$ cat src/hdl/core_pkg.sv
/*
 * Core constants for the four stage RV32 integer pipeline
 * Major opcodes, funct3 codes and ALU operation encoding
 * IF/ID, ID/EX and EX/WB pipeline payload structs
 */
package core_pkg;

  //////////////////////////////////////////////////////////////////////
  // Widths
  //////////////////////////////////////////////////////////////////////

  // Data and address width, one word
  localparam int XLEN       = 32;
  // Register index width
  localparam int REG_ADDR_W = 5;
  localparam int NUM_REGS   = 32;

  //////////////////////////////////////////////////////////////////////
  // Instruction encodings
  //////////////////////////////////////////////////////////////////////

  // Major opcodes kept by the decoder, all others decode as NOP
  typedef enum logic [6:0] {
    OPC_OP     = 7'b0110011,
    OPC_OP_IMM = 7'b0010011,
    OPC_LUI    = 7'b0110111,
    OPC_STORE  = 7'b0100011
  } opcode_e;

  // funct3 for OP and OP-IMM
  localparam logic [2:0] F3_ADD_SUB = 3'b000;
  localparam logic [2:0] F3_XOR     = 3'b100;
  localparam logic [2:0] F3_OR      = 3'b110;
  localparam logic [2:0] F3_AND     = 3'b111;
  // funct3 for STORE, word only
  localparam logic [2:0] F3_SW      = 3'b010;

  // ALU operations
  typedef enum logic [2:0] {
    ALU_ADD,
    ALU_SUB,
    ALU_AND,
    ALU_OR,
    ALU_XOR,
    ALU_PASS_B  // LUI result is operand B
  } alu_op_e;

  //////////////////////////////////////////////////////////////////////
  // Pipeline payloads
  //////////////////////////////////////////////////////////////////////

  // Fetched word with its address, 65 bits
  typedef struct packed {
    logic            valid;
    logic [XLEN-1:0] pc;
    logic [XLEN-1:0] instr;
  } if_id_pipe_t;

  // Decoded operation with forwarded operands
  typedef struct packed {
    logic                  valid;
    alu_op_e               alu_op;
    logic [XLEN-1:0]       operand_a;
    logic [XLEN-1:0]       operand_b;
    logic [XLEN-1:0]       store_data;
    logic                  rf_we;
    logic [REG_ADDR_W-1:0] rf_waddr;
    logic                  is_store;
  } id_ex_pipe_t;

  // Register write, also the forwarding source
  typedef struct packed {
    logic                  valid;
    logic                  rf_we;
    logic [REG_ADDR_W-1:0] rf_waddr;
    logic [XLEN-1:0]       rf_wdata;
  } ex_wb_pipe_t;

endpackage

$ cat src/hdl/obi_pkg.sv
/*
 * OBI payload types
 * Instruction and data request structs, shared response struct
 */
package obi_pkg;

  // Byte enables per word
  localparam int BE_W = 4;

  // Instruction fetch request, address only
  typedef struct packed {
    logic [core_pkg::XLEN-1:0] addr;
  } obi_inst_req_t;

  // Data request, write only
  typedef struct packed {
    logic [core_pkg::XLEN-1:0] addr;
    logic [core_pkg::XLEN-1:0] wdata;
    // All ones for SW
    logic [BE_W-1:0]           be;
  } obi_data_req_t;

  // Response payload
  // Data port has no read path and does not look at it
  typedef struct packed {
    logic [core_pkg::XLEN-1:0] rdata;
    logic                      err;
  } obi_resp_t;

endpackage

$ cat src/hdl/obi_port.sv
/*
 * OBI master port, payload type set per instance
 * Holds an ungranted request, tracks one outstanding transfer
 */
module obi_port #(
  parameter type REQ_T = obi_pkg::obi_inst_req_t
) (
  input  logic clk_i,
  input  logic rst_n_i,
  // Upstream side
  input  logic valid_i,
  input  REQ_T payload_i,
  output logic ready_o,
  output logic done_o,
  // Bus side
  output logic req_o,
  output REQ_T payload_o,
  input  logic gnt_i,
  input  logic rvalid_i
);

  logic pending_q;
  logic outstanding_q;
  logic issue_ok;
  REQ_T payload_q;

  // Issue only once the previous response is in
  assign issue_ok  = !outstanding_q || rvalid_i;
  assign req_o     = pending_q || (valid_i && issue_ok);
  // Frozen copy after the first ungranted cycle
  assign payload_o = pending_q ? payload_q : payload_i;
  // Upstream item taken on grant
  assign ready_o   = req_o && gnt_i;
  assign done_o    = rvalid_i && outstanding_q;

  always_ff @(posedge clk_i) begin
    if (!rst_n_i) begin
      pending_q     <= 1'b0;
      outstanding_q <= 1'b0;
    end else begin
      pending_q <= req_o && !gnt_i;
      // Grant wins over a same-cycle response of the older transfer
      if (req_o && gnt_i) begin
        outstanding_q <= 1'b1;
      end else if (rvalid_i) begin
        outstanding_q <= 1'b0;
      end
    end
  end

  // Payload capture
  always_ff @(posedge clk_i) begin
    if (!pending_q) begin
      payload_q <= payload_i;
    end
  end

  // Address phase holds until granted
  assert property (@(posedge clk_i) disable iff (!rst_n_i)
    req_o && !gnt_i |=> req_o && $stable(payload_o));

  // Bus responds only to a granted transfer
  assert property (@(posedge clk_i) disable iff (!rst_n_i)
    rvalid_i |-> outstanding_q);

endmodule

$ cat src/hdl/if_stage.sv
/*
 * Fetch stage
 * Program counter, instruction OBI requests, IF/ID register
 */
module if_stage (
  input  logic                      clk_i,
  input  logic                      rst_n_i,
  input  logic [core_pkg::XLEN-1:0] boot_addr_i,
  input  logic                      fetch_enable_i,
  // Pipeline handshake
  input  logic                      id_ready_i,
  output core_pkg::if_id_pipe_t     if_id_pipe_o,
  // Instruction OBI
  output logic                      instr_req_o,
  output logic [core_pkg::XLEN-1:0] instr_addr_o,
  input  logic                      instr_gnt_i,
  input  logic                      instr_rvalid_i,
  input  logic [core_pkg::XLEN-1:0] instr_rdata_i
);
  import core_pkg::*;
  import obi_pkg::*;

  logic [XLEN-1:0] pc_q;
  logic [XLEN-1:0] fetch_addr_q;
  logic            fetch_valid;
  logic            fetch_gnt;
  logic            fetch_done;
  obi_inst_req_t   fetch_req;
  obi_inst_req_t   fetch_bus;
  if_id_pipe_t     if_id_q;

  // IF/ID must be empty when the word returns
  // Slot free or draining now, and no word landing this cycle
  assign fetch_valid = fetch_enable_i && (!if_id_q.valid || id_ready_i) && !fetch_done;
  assign fetch_req.addr = pc_q;

  obi_port #(
    .REQ_T     (obi_inst_req_t)
  ) instr_port_i (
    .clk_i     (clk_i),
    .rst_n_i   (rst_n_i),
    .valid_i   (fetch_valid),
    .payload_i (fetch_req),
    .ready_o   (fetch_gnt),
    .done_o    (fetch_done),
    .req_o     (instr_req_o),
    .payload_o (fetch_bus),
    .gnt_i     (instr_gnt_i),
    .rvalid_i  (instr_rvalid_i)
  );

  assign instr_addr_o = fetch_bus.addr;

  // PC steps on grant
  always_ff @(posedge clk_i) begin
    if (!rst_n_i) begin
      pc_q <= boot_addr_i;
    end else if (fetch_gnt) begin
      pc_q <= pc_q + XLEN'(4);
    end
  end

  // Address of the transfer in flight
  always_ff @(posedge clk_i) begin
    if (fetch_gnt) begin
      fetch_addr_q <= pc_q;
    end
  end

  // IF/ID register
  always_ff @(posedge clk_i) begin
    if (!rst_n_i) begin
      if_id_q <= '0;
    end else if (fetch_done) begin
      if_id_q.valid <= 1'b1;
      if_id_q.pc    <= fetch_addr_q;
      if_id_q.instr <= instr_rdata_i;
    end else if (id_ready_i) begin
      // Taken by ID, or already empty
      if_id_q.valid <= 1'b0;
    end
  end

  assign if_id_pipe_o = if_id_q;

endmodule

$ cat src/hdl/id_stage.sv
/*
 * Decode stage
 * Decoder for OP, OP-IMM, LUI and SW, operand forwarding
 * ID/EX pipeline register
 */
module id_stage (
  input  logic                            clk_i,
  input  logic                            rst_n_i,
  input  core_pkg::if_id_pipe_t           if_id_pipe_i,
  // Pipeline handshake
  input  logic                            ex_ready_i,
  output logic                            id_ready_o,
  output core_pkg::id_ex_pipe_t           id_ex_pipe_o,
  // Register file read
  output logic [core_pkg::REG_ADDR_W-1:0] rf_raddr_a_o,
  output logic [core_pkg::REG_ADDR_W-1:0] rf_raddr_b_o,
  input  logic [core_pkg::XLEN-1:0]       rf_rdata_a_i,
  input  logic [core_pkg::XLEN-1:0]       rf_rdata_b_i,
  // Forwarding taps
  input  core_pkg::ex_wb_pipe_t           ex_result_i,
  input  core_pkg::ex_wb_pipe_t           wb_pipe_i
);
  import core_pkg::*;

  logic [XLEN-1:0]       instr;
  logic [6:0]            opcode;
  logic [2:0]            funct3;
  logic [REG_ADDR_W-1:0] rs1;
  logic [REG_ADDR_W-1:0] rs2;
  logic [REG_ADDR_W-1:0] rd;
  logic [XLEN-1:0]       imm_i;
  logic [XLEN-1:0]       imm_s;
  logic [XLEN-1:0]       imm_u;
  logic [XLEN-1:0]       rs1_val;
  logic [XLEN-1:0]       rs2_val;
  id_ex_pipe_t           id_ex_next;
  id_ex_pipe_t           id_ex_q;

  //////////////////////////////////////////////////////////////////////
  // Field extraction
  //////////////////////////////////////////////////////////////////////

  assign instr  = if_id_pipe_i.instr;
  assign opcode = instr[6:0];
  assign funct3 = instr[14:12];
  assign rs1    = instr[19:15];
  assign rs2    = instr[24:20];
  assign rd     = instr[11:7];

  // Sign extended I and S forms, U form in upper bits
  assign imm_i = {{20{instr[31]}}, instr[31:20]};
  assign imm_s = {{20{instr[31]}}, instr[31:25], instr[11:7]};
  assign imm_u = {instr[31:12], 12'b0};

  assign rf_raddr_a_o = rs1;
  assign rf_raddr_b_o = rs2;

  //////////////////////////////////////////////////////////////////////
  // Forwarding
  //////////////////////////////////////////////////////////////////////

  // Youngest producer wins: EX, then WB, then the register file
  function automatic logic [XLEN-1:0] fwd_operand(
    input logic [REG_ADDR_W-1:0] raddr,
    input logic [XLEN-1:0]       rf_val,
    input ex_wb_pipe_t           ex_res,
    input ex_wb_pipe_t           wb_res
  );
    logic [XLEN-1:0] val;
    val = rf_val;
    if (raddr != '0 && wb_res.valid && wb_res.rf_we && wb_res.rf_waddr == raddr) begin
      val = wb_res.rf_wdata;
    end
    if (raddr != '0 && ex_res.valid && ex_res.rf_we && ex_res.rf_waddr == raddr) begin
      val = ex_res.rf_wdata;
    end
    return val;
  endfunction

  assign rs1_val = fwd_operand(rs1, rf_rdata_a_i, ex_result_i, wb_pipe_i);
  assign rs2_val = fwd_operand(rs2, rf_rdata_b_i, ex_result_i, wb_pipe_i);

  //////////////////////////////////////////////////////////////////////
  // Decoder
  //////////////////////////////////////////////////////////////////////

  always_comb begin
    // NOP unless a kept opcode matches
    id_ex_next.valid      = if_id_pipe_i.valid;
    id_ex_next.alu_op     = ALU_ADD;
    id_ex_next.operand_a  = rs1_val;
    id_ex_next.operand_b  = rs2_val;
    id_ex_next.store_data = rs2_val;
    id_ex_next.rf_we      = 1'b0;
    id_ex_next.rf_waddr   = rd;
    id_ex_next.is_store   = 1'b0;
    case (opcode)
      OPC_OP, OPC_OP_IMM: begin
        id_ex_next.rf_we = 1'b1;
        if (opcode == OPC_OP_IMM) begin
          id_ex_next.operand_b = imm_i;
        end
        case (funct3)
          // Bit 30 selects SUB, register form only
          F3_ADD_SUB: id_ex_next.alu_op = (opcode == OPC_OP && instr[30]) ? ALU_SUB : ALU_ADD;
          F3_XOR:     id_ex_next.alu_op = ALU_XOR;
          F3_OR:      id_ex_next.alu_op = ALU_OR;
          F3_AND:     id_ex_next.alu_op = ALU_AND;
          default:    id_ex_next.rf_we  = 1'b0;
        endcase
      end
      OPC_LUI: begin
        id_ex_next.alu_op    = ALU_PASS_B;
        id_ex_next.operand_b = imm_u;
        id_ex_next.rf_we     = 1'b1;
      end
      OPC_STORE: begin
        // Address is rs1 plus S immediate
        if (funct3 == F3_SW) begin
          id_ex_next.operand_b = imm_s;
          id_ex_next.is_store  = 1'b1;
        end
      end
      default: ;
    endcase
    // Writes to x0 dropped here
    if (rd == '0) begin
      id_ex_next.rf_we = 1'b0;
    end
  end

  //////////////////////////////////////////////////////////////////////
  // ID/EX register
  //////////////////////////////////////////////////////////////////////

  // Loads when EX moves on or holds a bubble
  assign id_ready_o = ex_ready_i || !id_ex_q.valid;

  always_ff @(posedge clk_i) begin
    if (!rst_n_i) begin
      id_ex_q <= '0;
    end else if (id_ready_o) begin
      id_ex_q <= id_ex_next;
    end
  end

  assign id_ex_pipe_o = id_ex_q;

  // No write enable for x0 ever reaches EX
  assert property (@(posedge clk_i) disable iff (!rst_n_i)
    id_ex_q.valid |-> !(id_ex_q.rf_we && id_ex_q.rf_waddr == '0));

endmodule

$ cat src/hdl/ex_stage.sv
/*
 * Execute stage
 * ALU, SW issue on the data OBI port, EX/WB register
 */
module ex_stage (
  input  logic                      clk_i,
  input  logic                      rst_n_i,
  input  core_pkg::id_ex_pipe_t     id_ex_pipe_i,
  output logic                      ex_ready_o,
  // Combinational result for forwarding
  output core_pkg::ex_wb_pipe_t     ex_result_o,
  output core_pkg::ex_wb_pipe_t     ex_wb_pipe_o,
  // Data OBI, write only
  output logic                      data_req_o,
  output logic [core_pkg::XLEN-1:0] data_addr_o,
  output logic [core_pkg::XLEN-1:0] data_wdata_o,
  output logic [obi_pkg::BE_W-1:0]  data_be_o,
  input  logic                      data_gnt_i,
  input  logic                      data_rvalid_i
);
  import core_pkg::*;
  import obi_pkg::*;

  logic [XLEN-1:0] alu_result;
  logic            store_valid;
  logic            store_gnt;
  obi_data_req_t   store_req;
  obi_data_req_t   store_bus;
  ex_wb_pipe_t     ex_wb_q;

  // ALU
  always_comb begin
    case (id_ex_pipe_i.alu_op)
      ALU_ADD:    alu_result = id_ex_pipe_i.operand_a + id_ex_pipe_i.operand_b;
      ALU_SUB:    alu_result = id_ex_pipe_i.operand_a - id_ex_pipe_i.operand_b;
      ALU_AND:    alu_result = id_ex_pipe_i.operand_a & id_ex_pipe_i.operand_b;
      ALU_OR:     alu_result = id_ex_pipe_i.operand_a | id_ex_pipe_i.operand_b;
      ALU_XOR:    alu_result = id_ex_pipe_i.operand_a ^ id_ex_pipe_i.operand_b;
      ALU_PASS_B: alu_result = id_ex_pipe_i.operand_b;
      default:    alu_result = '0;
    endcase
  end

  // Store request, address from the ALU adder
  assign store_valid     = id_ex_pipe_i.valid && id_ex_pipe_i.is_store;
  assign store_req.addr  = alu_result;
  assign store_req.wdata = id_ex_pipe_i.store_data;
  assign store_req.be    = '1;

  obi_port #(
    .REQ_T     (obi_data_req_t)
  ) data_port_i (
    .clk_i     (clk_i),
    .rst_n_i   (rst_n_i),
    .valid_i   (store_valid),
    .payload_i (store_req),
    .ready_o   (store_gnt),
    .done_o    (),
    .req_o     (data_req_o),
    .payload_o (store_bus),
    .gnt_i     (data_gnt_i),
    .rvalid_i  (data_rvalid_i)
  );

  assign data_addr_o  = store_bus.addr;
  assign data_wdata_o = store_bus.wdata;
  assign data_be_o    = store_bus.be;

  // Store stays in EX until granted
  assign ex_ready_o = !store_valid || store_gnt;

  // Stores carry no register write
  assign ex_result_o.valid    = id_ex_pipe_i.valid && !id_ex_pipe_i.is_store;
  assign ex_result_o.rf_we    = id_ex_pipe_i.rf_we;
  assign ex_result_o.rf_waddr = id_ex_pipe_i.rf_waddr;
  assign ex_result_o.rf_wdata = alu_result;

  // EX/WB register, WB never stalls
  always_ff @(posedge clk_i) begin
    if (!rst_n_i) begin
      ex_wb_q <= '0;
    end else begin
      ex_wb_q <= ex_result_o;
    end
  end

  assign ex_wb_pipe_o = ex_wb_q;

endmodule

$ cat src/hdl/register_file.sv
/*
 * Integer register file
 * Two read ports, one write port, x0 reads as zero
 */
module register_file (
  input  logic                            clk_i,
  input  logic                            rst_n_i,
  input  logic [core_pkg::REG_ADDR_W-1:0] raddr_a_i,
  input  logic [core_pkg::REG_ADDR_W-1:0] raddr_b_i,
  output logic [core_pkg::XLEN-1:0]       rdata_a_o,
  output logic [core_pkg::XLEN-1:0]       rdata_b_o,
  // Write port from WB
  input  core_pkg::ex_wb_pipe_t           wb_pipe_i
);

  logic [core_pkg::XLEN-1:0] regs_q [core_pkg::NUM_REGS];
  logic                      wr_en;

  // Entry 0 never written
  assign wr_en = wb_pipe_i.valid && wb_pipe_i.rf_we && wb_pipe_i.rf_waddr != '0;

  always_ff @(posedge clk_i) begin
    if (!rst_n_i) begin
      for (int i = 0; i < core_pkg::NUM_REGS; i++) begin
        regs_q[i] <= '0;
      end
    end else if (wr_en) begin
      regs_q[wb_pipe_i.rf_waddr] <= wb_pipe_i.rf_wdata;
    end
  end

  // Old value during the write cycle, ID covers it from WB
  assign rdata_a_o = (raddr_a_i == '0) ? '0 : regs_q[raddr_a_i];
  assign rdata_b_o = (raddr_b_i == '0) ? '0 : regs_q[raddr_b_i];

endmodule

$ cat src/hdl/core_top.sv
/*
 * Core top level
 * IF, ID and EX stages, register file, instruction and data OBI
 */
module core_top (
  input  logic                      clk_i,
  input  logic                      rst_n_i,
  input  logic [core_pkg::XLEN-1:0] boot_addr_i,
  input  logic                      fetch_enable_i,
  // Instruction OBI
  output logic                      instr_req_o,
  input  logic                      instr_gnt_i,
  input  logic                      instr_rvalid_i,
  output logic [core_pkg::XLEN-1:0] instr_addr_o,
  input  logic [core_pkg::XLEN-1:0] instr_rdata_i,
  // Data OBI, stores only
  output logic                      data_req_o,
  input  logic                      data_gnt_i,
  input  logic                      data_rvalid_i,
  output logic [core_pkg::XLEN-1:0] data_addr_o,
  output logic [core_pkg::XLEN-1:0] data_wdata_o,
  output logic [obi_pkg::BE_W-1:0]  data_be_o
);
  import core_pkg::*;

  // Stage payloads
  if_id_pipe_t           if_id_pipe;
  id_ex_pipe_t           id_ex_pipe;
  ex_wb_pipe_t           ex_result;
  ex_wb_pipe_t           ex_wb_pipe;
  // Handshakes
  logic                  id_ready;
  logic                  ex_ready;
  // Register file read
  logic [REG_ADDR_W-1:0] rf_raddr_a;
  logic [REG_ADDR_W-1:0] rf_raddr_b;
  logic [XLEN-1:0]       rf_rdata_a;
  logic [XLEN-1:0]       rf_rdata_b;

  //////////////////////////////////////////////////////////////////////
  // Fetch
  //////////////////////////////////////////////////////////////////////

  if_stage if_stage_i (
    .clk_i          (clk_i),
    .rst_n_i        (rst_n_i),
    .boot_addr_i    (boot_addr_i),
    .fetch_enable_i (fetch_enable_i),
    .id_ready_i     (id_ready),
    .if_id_pipe_o   (if_id_pipe),
    .instr_req_o    (instr_req_o),
    .instr_addr_o   (instr_addr_o),
    .instr_gnt_i    (instr_gnt_i),
    .instr_rvalid_i (instr_rvalid_i),
    .instr_rdata_i  (instr_rdata_i)
  );

  //////////////////////////////////////////////////////////////////////
  // Decode
  //////////////////////////////////////////////////////////////////////

  id_stage id_stage_i (
    .clk_i        (clk_i),
    .rst_n_i      (rst_n_i),
    .if_id_pipe_i (if_id_pipe),
    .ex_ready_i   (ex_ready),
    .id_ready_o   (id_ready),
    .id_ex_pipe_o (id_ex_pipe),
    .rf_raddr_a_o (rf_raddr_a),
    .rf_raddr_b_o (rf_raddr_b),
    .rf_rdata_a_i (rf_rdata_a),
    .rf_rdata_b_i (rf_rdata_b),
    // Forward from EX result and WB write
    .ex_result_i  (ex_result),
    .wb_pipe_i    (ex_wb_pipe)
  );

  //////////////////////////////////////////////////////////////////////
  // Execute and store
  //////////////////////////////////////////////////////////////////////

  ex_stage ex_stage_i (
    .clk_i         (clk_i),
    .rst_n_i       (rst_n_i),
    .id_ex_pipe_i  (id_ex_pipe),
    .ex_ready_o    (ex_ready),
    .ex_result_o   (ex_result),
    .ex_wb_pipe_o  (ex_wb_pipe),
    .data_req_o    (data_req_o),
    .data_addr_o   (data_addr_o),
    .data_wdata_o  (data_wdata_o),
    .data_be_o     (data_be_o),
    .data_gnt_i    (data_gnt_i),
    .data_rvalid_i (data_rvalid_i)
  );

  // WB is the register file write port
  register_file register_file_i (
    .clk_i     (clk_i),
    .rst_n_i   (rst_n_i),
    .raddr_a_i (rf_raddr_a),
    .raddr_b_i (rf_raddr_b),
    .rdata_a_o (rf_rdata_a),
    .rdata_b_o (rf_rdata_b),
    .wb_pipe_i (ex_wb_pipe)
  );

endmodule

$ cat config.mk
export PLATFORM = sky130hd
export DESIGN_NAME = core_top
export DESIGN_NICKNAME = d
export VERILOG_FILES = /design/src/hdl/core_pkg.sv /design/src/hdl/obi_pkg.sv /design/src/hdl/obi_port.sv /design/src/hdl/if_stage.sv /design/src/hdl/id_stage.sv /design/src/hdl/ex_stage.sv /design/src/hdl/register_file.sv /design/src/hdl/core_top.sv
export SDC_FILE = /design/constraint.sdc
export NUM_CORES = 2
export LEC_CHECK = 0
export BUFFER_PORTS_ARGS = -buffer_cell sky130_fd_sc_hd__buf_2
export CORE_ASPECT_RATIO = 0.7
export CORE_UTILIZATION = 38
export DETAILED_ROUTE_END_ITERATION = 8
export PLACE_DENSITY = 0.5
export SYNTH_ARGS = -nofsm -noshare
export SYNTH_HDL_FRONTEND = slang
export SYNTH_HIERARCHICAL = 1
export SYNTH_SLANG_ARGS = --single-unit
$ cat constraint.sdc
create_clock -name clk_i -period 7.9 [get_ports clk_i]
set_input_delay 1.975 -clock clk_i [delete_from_list [all_inputs] [get_ports clk_i]]
set_output_delay 1.975 -clock clk_i [all_outputs]
set_load 0.02 [all_outputs]
; Word-level counts from Yosys, hierarchy flattened
; Memories as Yosys holds them, arrays and structs flattened. A register that Yosys moved wholly into a read port is not among the register bits.
; Index checks and enable logic that the tools add are counted.
; W data, S select, Z words.
[totals]
regBits = 315
input_bits = 71
n_memories = 1
word_cells = 143
mem_bits_rw = 1024
output_inout_bits = 102
[memory_table]
columns = name, words, word_bits, rd, rd_ports_with_merged_regs, wr, line
row1 = register_file_i.regs_q, 32, 32, 2, 2, 32, register_file.sv:16  ; logic [core_pkg::XLEN-1:0] regs_q [core_pkg::NUM_REGS];
[op_classes]
n_reduce_logical = 56
add_sub_neg = 3
muxes = 39
n_bitwise = 3
eq_ne = 18
[op_table]
columns = op, count
row1 = $mux W32, 12
row2 = $pmux W32 S6, 1
row3 = $pmux W32 S3, 1
row4 = $mux W68, 1
row5 = $add A32 B3 Y32 const B, 1
row6 = $add A32 B32 Y32, 1
row7 = $and A32 B32 Y32, 1
row8 = $or A32 B32 Y32, 1
row9 = $reduce_or A32 Y1, 1
row10 = $sub A32 B32 Y32, 1
row11 = $xor A32 B32 Y32, 1
row12 = $logic_and A1 B1 Y1, 26
row13 = $mux W5, 5
row14 = $eq A7 B6 Y1 const B, 3
row15 = $eq A5 B5 Y1, 4
row16 = $mux W1, 16
row17 = $eq A3 B3 Y1 const B, 5
row18 = $logic_not A5 Y1, 3
row19 = $reduce_bool A5 Y1, 3
row20 = $pmux W3 S4, 1
row21 = $eq A3 B2 Y1 const B, 3
row22 = $logic_not A1 Y1, 9
row23 = $eq A7 B5 Y1 const B, 1
row24 = $logic_or A1 B1 Y1, 7
row25 = other kinds (8), 11

; Logic depth before layout (Yosys ltp)
[depth]
word_depth = 15
mapped_depth = 20
depth_no_buf = 19

; By module
; The synthesis kept the hierarchy.
[modules_own_cells]
columns = mod, cells_per_inst, area_per_inst_um2, seq_area_each_um2, instances
row1 = register_file, 3497, 54113.1, 30749.5, 1
row2 = id_stage, 777, 6459.9, 2142.1, 1
row3 = ex_stage, 833, 6079.6, 780.7, 1
row4 = if_stage, 436, 5106.1, 3223.1, 1
row5 = obi_port (ex_stage_i.data_port_i), 156, 2344.7, 1401.3, 1
row6 = obi_port (if_stage_i.instr_port_i), 80, 1163.6, 680.7, 1

; Worst setup path after synthesis
; Ideal clock, no wire load.
[synth_timing]
kind = register to output
from = register id_stage_i.id_ex_q, in the netlist id_stage_i/id_ex_pipe_o[53]
to = output port data_addr_o[30] (netlist bit)
required_time_ps = 5925
stages_incl_launch_ff = 15
arrival_time_ps = 4249
slack_ps = 1676
cell_sequence = dfxtp_1 -> or4_4 -> or4_4 -> or4_4 -> or3_1 -> nand2_1 -> xnor2_1 -> ha_1 -> nand2_1 -> or2_2 -> nor3_1 -> o2111ai_1 -> and4_1 -> o31ai_1 -> mux2_2
[synth_lines]
columns = item, line
row1 = "start, declared", id_stage.sv:37  ; id_ex_pipe_t id_ex_q;
row2 = "start signal, assigned", id_stage.sv:143  ; id_ex_q <= id_ex_next;
row3 = "end, declared", core_top.sv:20  ; output logic [core_pkg::XLEN-1:0] data_addr_o,

==> impl_results.md <==
- R2R depth: 16
- Max-cap violations: 0
- Critical-path cell list: or4_4, or4_4, or4_4, or3_1, o31ai_2, xnor2_1, ha_1, o21ai_0, o21bai_1, a21oi_1, o21ai_0, a211oi_2, xnor2_1, o21bai_2, mux2_2, buf_2
- CTS sink count: 1339
- Hold crit path type: flip-flop to flip-flop
- Final setup vio count: 0
- WP depth: 16
- Crit-path leading delay family: simple AND/OR/NAND/NOR gates
- Tot Pwr: 0.01865 W
- Clk pin slew, worst setup/hold paths: 0.06 ns
- Placement Setup Slack: 0.8214 ns
- Detailed Route WL: 266300 microns
- Std cell rows: 134
- Post-route cell area: 81490 sq um
- Mapped Avg Cell Area: 12.97 sq um
- Footprint of the multi-input gates: 33610 sq um
- Num CTS Buffers: 149
- Crit path kind: flip-flop to output pin
- Root buffer cell: clkbuf_16
- Hpwl dp: 170400 microns
- Initial antenna violation count: 15
- Fin crit share: 98.39%
- Vias in the first global route: 47960
- TritonCTS clock tree: built
- Status: complete, no violations
- Power density cells: 228.8 nW/um^2
- Worst rel slew slack: 18.03%
- Crit path DAT: 5.80 ns
- Largest stage delay, worst path: 0.58 ns
- DR vias/cell: 6.118
- Most Crowded Layer GR: met1
- Share of cells above drive strength 1: 23.06%
- DRC viols: 0
- Initial Util: 38.33%
- Via count: 50500
- Instance count of the mapped netlist: 5645
- Mapped Area: 73200 sq um
- Wirelength per Cell: 32.26 microns
- Worst Path Required: 5.93 ns
- Synth-to-layout area growth: 11.33%
- Setup tns final: 0 ns
- Met1 usage: 42.18%
- First-pass GRT wire length: 373300 microns
- Fill cells: 17370
- Met2 GRT Util: 37.63%
- Die area: 194400 sq um
- Port bufs: 172
- Final nets: 5796
- CP dominant cell by count: or4_4
- # IOs: 173
- DIE HEIGHT: 369.2 microns
- Setup ws final: 0.1275 ns
- Crit path capture type: output pin
- CP startpoint kind: flip-flop
- Slew @ Worst Pin: 1.220 ns
- Largest net degree at the start of global routing: 104
- Largest buffer count on any clock path: 4
- Final GP Congestion: 0.9267
- H-tree depth: 4
- First-pass DRT Iterations: 6
- Routed Antenna Nets: 0
- RSZ-0062 raised after global routing: yes
- CP Max Fanout: 7
- Hold-fix buffers, CTS: 0
- FMAX: 0.1287 GHz
- Initial DRC count: 6557
- Final hold vios: 0
- Minimum clock period: 7.773 ns
- Tot GR Track Use: 26.82%
- Yosys warnings: 6
- Setup Skew: 0.03771 ns
- Grt total ovfl: 0
- Critical-path top delay cell: or4_4
- Lkg Pwr: 28.37 nW
- Worst-Skew Late Latency: 0.81 ns
- M3 GR Usage: 5.406%
- Register area: 37410 sq um
- Post-DP Area: 76690 sq um
- Fin. max-slew vios: 0
- Die Wd: 526.6 microns
- Peak VDD IR: 0.1568 mV
- Core area: 191000 sq um
- Bufs and invs on worst path: 1
- Worst Hold Depth: 2
worst min-delay path: cells and delay by family, from the launching register on:
| family | cells | cell delay, ns |
|---|---|---|
| AO/OA/AOI/OAI | 1 | 0.05 |
| flip-flops | 1 | 0.31 |
| AND/OR/NAND/NOR | 1 | 0.05 |
state kept, by name (all words and copies together), names as in the netlist:
signal,count
register_file_i/regs_q,1024
id_stage_i/id_ex_pipe_o,107
ex_stage_i/data_port_i/payload_q,68
ex_stage_i/ex_wb_pipe_o,39
if_stage_i/if_id_pipe_o,33
if_stage_i/fetch_req,32
if_stage_i/instr_port_i/payload_q,32
ex_stage_i/data_port_i/outstanding_q,1
ex_stage_i/data_port_i/pending_q,1
if_stage_i/instr_port_i/outstanding_q,1
if_stage_i/instr_port_i/pending_q,1
cells in the final DEF (no fill, tap or decap), drive strengths merged, types with 17 or more instances in the layout:
cell        n
o31ai      17
nand2b     25
mux2i     258
nor3       84
and3       32
xnor2      63
clkbuf    195
edfxtp   1056
or4        18
conb       36
nor2      176
mux4      475
a211o      30
nand4      25
a21boi     29
a211oi     49
a221oi     17
o22ai      98
inv        94
a21oi     148
and2     1048
a21o       29
buf       345
mux2      164
or3        22
o221ai     46
a22oi      20
o21ai     196
nor2b      28
a31oi      30
ha         97
clkinv     42
a22o       55
a2111oi    31
nand3      78
nand2     129
dfxtp     283
final cells by class:
| type | count | area share [%] |
|---|---|---|
| flip-flops and latches | 1339 | 45.91 |
| well taps | 2516 | 3.863 |
| multi-input cells | 3701 | 41.24 |
| diodes | 6 | 0.01842 |
| clock buffers | 195 | 5.054 |
| clock inverters | 61 | 0.7677 |
| inverters | 91 | 0.4191 |
| repair buffers | 345 | 2.724 |
metal layers:
layer	share of wire, %	routed length (microns)
met5	0	0
met4	1.9	5043
met3	9.0	23890
met2	42	110500
met1	48	126800
worst paths after layout:
path | start | to | slack (ns)
worst max-delay path | id_stage_i/id_ex_pipe_o[53] | data_addr_o[31] | 0.13
worst min-delay path | id_stage_i/id_ex_pipe_o[20] | id_stage_i/id_ex_pipe_o[20] | 0.45
worst max register to register | id_stage_i/id_ex_pipe_o[43] | id_stage_i/id_ex_pipe_o[65] | 2.40
worst min register to register | id_stage_i/id_ex_pipe_o[20] | id_stage_i/id_ex_pipe_o[20] | 0.45
stage by stage:
| stage | hold slack (ns) | utilization [%] | instances |
|---|---|---|---|
| floorplan | 0.4282 | - | 5679 |
| global route | 0.4713 | 42.67 | 8249 |
| finish | 0.4463 | 42.67 | 8254 |
| CTS | 0.4510 | 42.65 | 8248 |
| detailed placement | 0.4433 | 40.16 | 7992 |
| global placement | 0.4432 | 40.16 | 7992 |
what timing repair did:
action | CTS | global route
buffers inserted | 0 | 0
endpoints found under the setup margin | 4 | 8
gates resized for setup | 2 | 9
where the power goes:
group / internal [W] / total (W) / switching (W)
Clock: 0.00409 / 0.00704 / 0.00295
Sequential: 0.00799 / 0.00844 / 0.000454
Combinational: 0.00108 / 0.00316 / 0.00208
Total: 0.0132 / 0.0186 / 0.00549
No activity file was read; power rests on OpenSTA's default activity.
